==> config.mk <==
export PLATFORM = sky130hd
export DESIGN_NAME = uart_link
export DESIGN_NICKNAME = d
export VERILOG_FILES = /design/src/uart_link_pkg.sv /design/src/uart_frame_rx.sv /design/src/uart_frame_tx.sv /design/src/uart_link.sv
export SDC_FILE = /design/constraint.sdc
export NUM_CORES = 1
export LEC_CHECK = 0
export BUFFER_PORTS_ARGS = -buffer_cell sky130_fd_sc_hd__buf_2
export CAP_MARGIN = 10
export CORE_ASPECT_RATIO = 1.1
export CORE_MARGIN = 2
export CORE_UTILIZATION = 45
export CTS_CLUSTER_DIAMETER = 150
export CTS_CLUSTER_SIZE = 8
export DETAILED_ROUTE_END_ITERATION = 7
export PLACE_DENSITY = 0.77
export SETUP_SLACK_MARGIN = 0.2
export SYNTH_ARGS = -nofsm -noshare
export SYNTH_HDL_FRONTEND = slang
export SYNTH_SLANG_ARGS = --single-unit
==> constraint.sdc <==
create_clock -name clk -period 1.7 [get_ports clk]
set_clock_uncertainty 0.1 [all_clocks]
set_input_delay 0.255 -clock clk [delete_from_list [all_inputs] [get_ports clk]]
set_output_delay 0.255 -clock clk [all_outputs]
set_load 0.005 [all_outputs]
==> src/uart_link_pkg.sv <==
package uart_link_pkg;

   //**************************************************************************
   // Frame format
   //**************************************************************************

   localparam int frame_bits = 11; // Start, eight data bits, parity, stop.

   // Fields in the order they appear on the line, so the MSB goes out first.
   typedef struct packed {
      logic       start;
      logic [7:0] data;
      logic       parity;
      logic       stop;
   } uart_frame_t;

   // The transmitter shifts the raw bits and the receiver checks the fields.
   typedef union packed {
      uart_frame_t           fields;
      logic [frame_bits-1:0] bits;
   } uart_frame_u;

   //**************************************************************************
   // Command and receive words
   //**************************************************************************

   typedef struct packed {
      logic [7:0] hi; // Sent first.
      logic [7:0] lo;
   } cmd_word_t;

   typedef struct packed {
      logic [7:0] data;
      logic       parity_err;
      logic       frame_err; // Stop bit read as 0.
   } rx_result_t;

   // Parity bit that gives data plus parity an odd number of ones.
   function automatic logic odd_parity(input logic [7:0] data);
      return ~^data;
   endfunction

endpackage
==> src/uart_frame_rx.sv <==
module uart_frame_rx
   import uart_link_pkg::*;
#(
   parameter int clks_per_bit = 4
) (
   input  logic       clk,
   input  logic       rst_n,
   input  logic       rx,
   output logic       read_rdy,
   output rx_result_t read_res
);

   localparam int cnt_w = (clks_per_bit > 1) ? $clog2(clks_per_bit) : 1;
   localparam int half  = clks_per_bit / 2;

   logic             rx_meta;
   logic             rx_sync;
   logic             rx_d;
   logic             busy;
   logic [cnt_w-1:0] clk_cnt;
   logic [3:0]       bit_cnt;
   logic             start_edge;
   logic             active;
   logic             sample;
   logic             last_cnt;
   logic             glitch;
   logic             frame_done;
   uart_frame_u      frame_q;
   uart_frame_u      frame_next;

   //**************************************************************************
   // Input synchronizer
   //**************************************************************************

   always_ff @(posedge clk or negedge rst_n) begin
      if (!rst_n) begin
         rx_meta <= 1'b1;
         rx_sync <= 1'b1;
         rx_d    <= 1'b1; // Previous value for the edge detect.
      end else begin
         rx_meta <= rx;
         rx_sync <= rx_meta;
         rx_d    <= rx_sync;
      end
   end

   //**************************************************************************
   // Frame timing
   //**************************************************************************

   // The detect cycle is the first cycle of the start bit, so it counts as index 0.
   assign start_edge = !busy && rx_d && !rx_sync;
   assign active     = busy || start_edge;
   assign sample     = active && (clk_cnt == cnt_w'(half));
   assign last_cnt   = (clk_cnt == cnt_w'(clks_per_bit - 1));
   assign glitch     = sample && (bit_cnt == 4'd0) && rx_sync;
   assign frame_done = sample && (bit_cnt == 4'(frame_bits - 1));

   always_ff @(posedge clk or negedge rst_n) begin
      if (!rst_n) begin
         busy    <= 1'b0;
         clk_cnt <= '0;
         bit_cnt <= '0;
      end else begin
         if (glitch || frame_done) begin
            busy <= 1'b0;
         end else if (start_edge) begin
            busy <= 1'b1;
         end

         if (!active || glitch || frame_done || last_cnt) begin
            clk_cnt <= '0;
         end else begin
            clk_cnt <= clk_cnt + 1'b1;
         end

         if (glitch || frame_done) begin
            bit_cnt <= '0;
         end else if (sample) begin
            bit_cnt <= bit_cnt + 4'd1;
         end
      end
   end

   //**************************************************************************
   // Frame assembly and checks
   //**************************************************************************

   assign frame_next.bits = {frame_q.bits[frame_bits-2:0], rx_sync};

   always_ff @(posedge clk) begin
      if (sample) begin
         frame_q <= frame_next;
      end
   end

   // The result is taken from the frame as it completes, on the stop sample.
   always_ff @(posedge clk or negedge rst_n) begin
      if (!rst_n) begin
         read_rdy <= 1'b0;
         read_res <= '0;
      end else begin
         read_rdy <= frame_done;
         if (frame_done) begin
            read_res.data       <= frame_next.fields.data;
            read_res.parity_err <= frame_next.fields.parity !=
                                   odd_parity(frame_next.fields.data);
            read_res.frame_err  <= !frame_next.fields.stop;
         end
      end
   end

endmodule

==> src/uart_frame_tx.sv <==
module uart_frame_tx
   import uart_link_pkg::*;
#(
   parameter int clks_per_bit = 4
) (
   input  logic      clk,
   input  logic      rst_n,
   input  cmd_word_t cmd,
   input  logic      cmd_vld,
   output logic      cmd_rdy,
   output logic      tx
);

   localparam int cnt_w     = (clks_per_bit > 1) ? $clog2(clks_per_bit) : 1;
   localparam int link_bits = 2 * frame_bits;

   uart_frame_u          hi_frame;
   uart_frame_u          lo_frame;
   logic [link_bits-1:0] shift_q;
   logic [cnt_w-1:0]     clk_cnt;
   logic [4:0]           bit_cnt;
   logic                 accept;
   logic                 bit_end;
   logic                 last_bit;

   //**************************************************************************
   // Frame build
   //**************************************************************************

   always_comb begin
      hi_frame.fields = '{
         start:  1'b0,
         data:   cmd.hi,
         parity: odd_parity(cmd.hi),
         stop:   1'b1
      };
      lo_frame.fields = '{
         start:  1'b0,
         data:   cmd.lo,
         parity: odd_parity(cmd.lo),
         stop:   1'b1
      };
   end

   assign accept   = cmd_vld && cmd_rdy;
   assign bit_end  = (clk_cnt == cnt_w'(clks_per_bit - 1));
   assign last_bit = (bit_cnt == 5'(link_bits - 1));

   //**************************************************************************
   // Bit timing
   //**************************************************************************

   always_ff @(posedge clk or negedge rst_n) begin
      if (!rst_n) begin
         clk_cnt <= '0;
         bit_cnt <= '0;
         cmd_rdy <= 1'b1;
      end else if (accept) begin
         clk_cnt <= '0;
         bit_cnt <= '0;
         cmd_rdy <= 1'b0;
      end else if (!cmd_rdy) begin
         if (bit_end) begin
            clk_cnt <= '0;
            if (last_bit) begin
               bit_cnt <= '0;
               cmd_rdy <= 1'b1; // Stop bit of the lo frame has ended.
            end else begin
               bit_cnt <= bit_cnt + 5'd1;
            end
         end else begin
            clk_cnt <= clk_cnt + 1'b1;
         end
      end
   end

   // Ones fill in behind the data, so the line is back to idle when done.
   always_ff @(posedge clk or negedge rst_n) begin
      if (!rst_n) begin
         shift_q <= '1;
      end else if (accept) begin
         shift_q <= {hi_frame.bits, lo_frame.bits};
      end else if (!cmd_rdy && bit_end) begin
         shift_q <= {shift_q[link_bits-2:0], 1'b1};
      end
   end

   assign tx = shift_q[link_bits-1];

endmodule

==> src/uart_link.sv <==
module uart_link
   import uart_link_pkg::*;
#(
   parameter int clks_per_bit = 4 // Clock cycles per serial bit. It must be at least 1.
) (
   input  logic       clk,
   input  logic       rst_n,
   input  cmd_word_t  cmd,
   input  logic       cmd_vld,
   output logic       cmd_rdy,
   output logic       tx,
   input  logic       rx,
   output logic       read_rdy,
   output rx_result_t read_res
);

   //**************************************************************************
   // Transmit path
   //**************************************************************************

   // Sends each accepted command as two frames, hi byte first.
   uart_frame_tx #(
      .clks_per_bit(clks_per_bit)
   ) i_uart_frame_tx (
      .clk    (clk),
      .rst_n  (rst_n),
      .cmd    (cmd),
      .cmd_vld(cmd_vld),
      .cmd_rdy(cmd_rdy),
      .tx     (tx)
   );

   //**************************************************************************
   // Receive path
   //**************************************************************************

   uart_frame_rx #(
      .clks_per_bit(clks_per_bit)
   ) i_uart_frame_rx (
      .clk     (clk),
      .rst_n   (rst_n),
      .rx      (rx),
      .read_rdy(read_rdy),
      .read_res(read_res)
   );

endmodule

======== Word-level counts from Yosys, hierarchy flattened ========
Index checks and enable logic that the tools add are counted.
word-level totals
  register bits after elaboration ......... 60
  input bits .............................. 20
  output and inout bits ................... 13
  logic and storage cells ................. 70
cells by class
  add/sub/neg operators ................... 4
  equality and inequality tests ........... 7
  muxes and demuxes ....................... 18
  reduce and logical (&&, ||, !) cells .... 26
operators with widths
  kind                                                           number
  22-bit 2-to-1 mux                                              2
  8-bit XNOR reduction                                           3
  5-bit 2-to-1 mux                                               4
  1-bit logical AND                                              8
  2-bit 2-to-1 mux                                               4
  4-bit 2-to-1 mux                                               2
  2-bit nonzero test                                             4
  2-bit == test, second input constant                           3
  1-bit 2-to-1 mux                                               6
  5-bit by 1-bit adder with 5-bit output, second input constant  1
  5-bit == test, second input constant                           1
  1-bit logical OR                                               5
  2-bit by 1-bit adder with 2-bit output, second input constant  2
  4-bit by 1-bit adder with 4-bit output, second input constant  1
  4-bit == test, second input constant                           1
  1-bit logical NOT                                              4
  4-bit logical NOT                                              1
  2-bit inequality test, second input constant                   1
  2-bit AND reduction                                            1
  1-bit inequality test                                          1

======== Logic depth before layout (Yosys ltp) ========
  depth after elaboration ................. 11
  depth in mapped cells ................... 8
  depth with buffers taken out ............ 7

======== Hierarchy ========
A second synthesis with hierarchy kept.
unflattened totals
  cell total of the unflattened synthesis .. 226
  area total of the unflattened synthesis .. 2672.6 µm²
by module, submodules not included
  module         instances  cells each  area an instance (µm²)  seq. area each (µm²)
  uart_frame_tx  1          141         1415.1                  753.2
  uart_frame_rx  1          85          1257.5                  799.5

======== Worst setup path before layout ========
OpenSTA, ideal clock, no wires.
  path type ............................... register to register
  from .................................... register i_uart_frame_rx.rx_d
  to ...................................... register, netlist name i_uart_frame_rx.read_res[4]
  arrival ................................. 1.617 ns
  data required time ...................... 1.475 ns
  path slack .............................. -0.142 ns
  stages on the path, launching flop included .. 7
  path buffers ............................ 2
  path through ............................ dfstp_2 > nor2b_2 > o21ai_2 > or3_1 > buf_2 > buf_6 > mux2_4
on the way
  longest elaborated chain between the ends .. 5
ends and longest elaborated chain
  what                            line                 RTL
  start: declaration              uart_frame_rx.sv:18  logic rx_d;
  start signal: assignment        uart_frame_rx.sv:43  rx_d <= rx_sync;
  1-bit logical AND (2 in a row)  uart_frame_rx.sv:52  assign start_edge = !busy && rx_d && !rx_sync;
  1-bit logical OR                uart_frame_rx.sv:53  assign active = busy || start_edge;
  1-bit logical AND               uart_frame_rx.sv:54  assign sample = active && (clk_cnt == cnt_w'(half));
  1-bit logical AND               uart_frame_rx.sv:57  assign frame_done = sample && (bit_cnt == 4'(frame_bits - 1));
No other way between the ends.
A chain may end at the register's enable or synchronous reset.

======== Worst setup path after layout ========
  from .................................... register i_uart_frame_rx.rx_d
  to ...................................... register, netlist name i_uart_frame_rx.read_res[4]
on the way
  longest elaborated chain between the ends .. 5
ends and longest elaborated chain
  what                            line
  1-bit logical AND (2 in a row)  uart_frame_rx.sv:52
  1-bit logical OR                uart_frame_rx.sv:53
  1-bit logical AND               uart_frame_rx.sv:54
  1-bit logical AND               uart_frame_rx.sv:57
No other way between the ends.

==> flow_summary_export.csv <==
group,metric,value,unit
cells_and_area,design_area,3944,sq um
worst_setup_path,startpoint_type,"flop",
die,die_w,81.14,microns
grt,grt_pass1_vias,2154,
power_and_ir_drop,power.density,1699,nW/um^2
die,core,6269,sq um
timing,setup_slack,-58.18,ps
timing,tightest_slew,490.7,ps
timing,fmax,568.8,MHz
worst_setup_path,crit_required,1820,ps
worst_setup_path,crit_type,"reg2reg",
grt,grt_pass1_wl,9.846,mm
place,dp_hpwl,3.554,mm
worst_setup_path,rrSetupSlack,-60,ps
die,io_pins,33,
detailed_routing,drc,0,
yosys,syn_area_per_cell,11.51,sq um
worst_setup_path,worst-path-buf-inv,1,
timing,finalCritPeriodShare,103.4,%
worst_setup_path,crit_path_top_delay_cell,"dfstp_2",
power_and_ir_drop,power_leakage,0.001740,uW
yosys,synth-seq-area-share,52.72,%
yosys,synthTopCellsByArea,"dfstp_2 (22%), dfrtp_1 (21%), edfxtp_1 (9.2%)",
detailed_routing,firstDrtPassIters,5,
worst_setup_path,cpPeakStageDelay,520,ps
worst_setup_path,path_max_fanout,6,
timing,holdWs,137.5,ps
detailed_routing,wirelength,6.609,mm
detailed_routing,wl_per_cell,16.00,microns
timing,maxSlewViolCount,0,
die,design.die.area,7209,sq um
cells_and_area,antennaDiodeCount,0,
die,row_count,30,
yosys,syn_area,2945,sq um
outcome,violations,"setup timing",
worst_hold_path,hold_class,"in2reg",
yosys,synth_warnings,0,
yosys,netlist.area_leader.share,22.30,%
worst_setup_path,crit_arrival,1880,ps
cells_and_area,mostFrequentLayoutCell,"buf_2",
place,placed_cell_area,3333,sq um
worst_setup_path,critical-path-top-delay-family,"flip-flops",
cells_and_area,drive_above_1_share,46.25,%
power_and_ir_drop,finalPower,6700,uW
clock_tree,cts_tree,"done",
cells_and_area,area_delta_synth_final,33.90,%
clock_tree,clkLatencyLatePin,340,ps
worst_setup_path,end_kind,"flop",
grt,grt_max_degree,32,
timing,setup_viol,18,
yosys,ys_ff_latch,59,
clock_tree,cts.sinks,59,
timing,period_needed,1758,ps
cells_and_area,final_nets,356,
die,die_h,88.85,microns
yosys,synth_edf_count,9,
yosys,synthFlopType,"dfstp_2",
clock_tree,htree_num_levels,3,
detailed_routing,viasPerCell,5.262,
place,pre_cts_ws,-30.25,ps
yosys,synth_cell_types,36,
cells_and_area,layout_common_cells,"buf_2 (32), dfstp_2 (25), buf_4 (25)",
timing,slew_headroom,67.28,%
grt,grt_util_all_layers,18.31,%
detailed_routing,ant_nets,0,
timing,hold_violations,0,
clock_tree,numCtsBuffers,9,
timing,rsz0062_at_grt,"true",
outcome,status,"finished, violations left",
run,drv_cap,0,
place,port_buffers,32,
place,place_congestion,0.7799,
worst_setup_path,path_cells,"nor2b_4 -> o21ai_2 -> or3_4 -> buf_6 -> mux2_4",
yosys,synth_nets,284,
yosys,synthCells,256,
detailed_routing,drtIter0Drc,99,
yosys,yosys.area.top_type,"dfstp_2",
power_and_ir_drop,peakVddDrop,1026,uV
grt,antenna_found_initial,0,
grt,grt_overflow,0,
detailed_routing,via_count,2173,
clock_tree,clk_pin_slew,70,ps
clock_tree,root_buffer,"clkbuf_8",
die,floorplan.initialDensity,46.99,%
clock_tree,clk_path_buf_depth,2,
yosys,async_flop_share,84.75,%
## per-layer routing
layer	up-vias	global-route usage (%)	share of wire (%)
met5	-	0	0
met4	0	6.163	0.86
met3	6	5.408	3.8
met2	48	31.48	53
met1	1068	21.99	42
li1	1051	-	-
## final timing paths
path,cells after the start,startpoint,end
max,5,i_uart_frame_rx.rx_d,i_uart_frame_rx.read_res[4]
min,3,cmd[9],i_uart_frame_tx.shift_q[14]
max reg2reg,5,i_uart_frame_rx.rx_d,i_uart_frame_rx.read_res[4]
min reg2reg,0,i_uart_frame_rx.rx_meta,i_uart_frame_rx.rx_sync
max in group asynchronous,3,rst_n,i_uart_frame_tx.shift_q[19]
min in group asynchronous,2,rst_n,i_uart_frame_tx.bit_cnt[1]
## repair_timing
action | CTS | global route
gates resized for setup | 21 | 30
pin swaps | 4 | 6
hold buffers | 2 | 0
setup buffers | 17 | 7
endpoints found under the hold margin | 2 | 0
cloned | 2 | 1
endpoints found under the setup margin | 30 | 33
## state kept, by name (all words and copies together), names as in the netlist
register	flops
i_uart_frame_rx.rx_meta	1
i_uart_frame_rx.read_rdy	1
i_uart_frame_rx.rx_sync	1
i_uart_frame_rx.bit_cnt	4
i_uart_frame_tx.shift_q	21
i_uart_frame_rx.busy	1
i_uart_frame_tx.cmd_rdy	1
i_uart_frame_rx.frame_q	9
i_uart_frame_tx.bit_cnt	5
i_uart_frame_tx.clk_cnt	2
i_uart_frame_rx.clk_cnt	2
i_uart_frame_rx.read_res	10
i_uart_frame_rx.rx_d	1
## synthesized netlist by cell type, drive strengths merged (2+ instances only)
cell type / count
mux2i: 22
nor2b: 21
buf: 6
nand2: 14
a211oi: 17
or3: 2
dfrtp: 25
o22ai: 2
a21oi: 21
nor3: 4
clkbuf: 9
xnor2: 20
a21o: 2
dfstp: 25
o21ai: 15
ha: 8
mux2: 9
inv: 8
o31ai: 2
xor2: 2
edfxtp: 9
nor2: 3
## power breakdown
group | internal (uW) | switching (uW)
registers | 2120 | 435
clock network | 813 | 558
logic | 1540 | 1230
total | 4480 | 2220
## cell families (layout without fill, tap and decap cells)
| family | count (synthesis) | in the layout | share of synthesized area (%) |
|---|---|---|---|
| buffers and inverters | 23 | 100 | 3.398 |
| XOR/XNOR | 22 | 22 | 6.542 |
| AND/OR/NAND/NOR | 52 | 52 | 9.814 |
| adder cells (fa/ha/maj) | 8 | 8 | 3.399 |
| AO/OA/AOI/OAI | 61 | 61 | 12.57 |
| flip-flops | 59 | 59 | 52.72 |
| multiplexers | 31 | 31 | 11.55 |
## tightest hold or removal path, stage by stage
cell and delay (ps):
buf_2 110, mux2i_1 130, a21oi_1 80
## metrics by stage
step	TNS (ps)	std cells	utilization [%]
3_5_place_dp	-153.8	368	53.17
6_report	-490.0	413	62.91
4_1_cts	-192.5	405	60.38
3_3_place_gp	-68.02	368	53.17
5_1_grt	-1540	413	62.91
2_1_floorplan	-457.4	256	-
## area by class of cell
class	count	area, sq um
Fill cell	475	2325
Sequential cell	59	1555
Multi-Input combinational cell	174	1414
Timing Repair Buffer	76	633.1
Clock buffer	10	127.6
Tap cell	80	100.1
Clock inverter	6	80.08
Inverter	8	33.78
No activity file was read; power rests on OpenSTA's default activity.
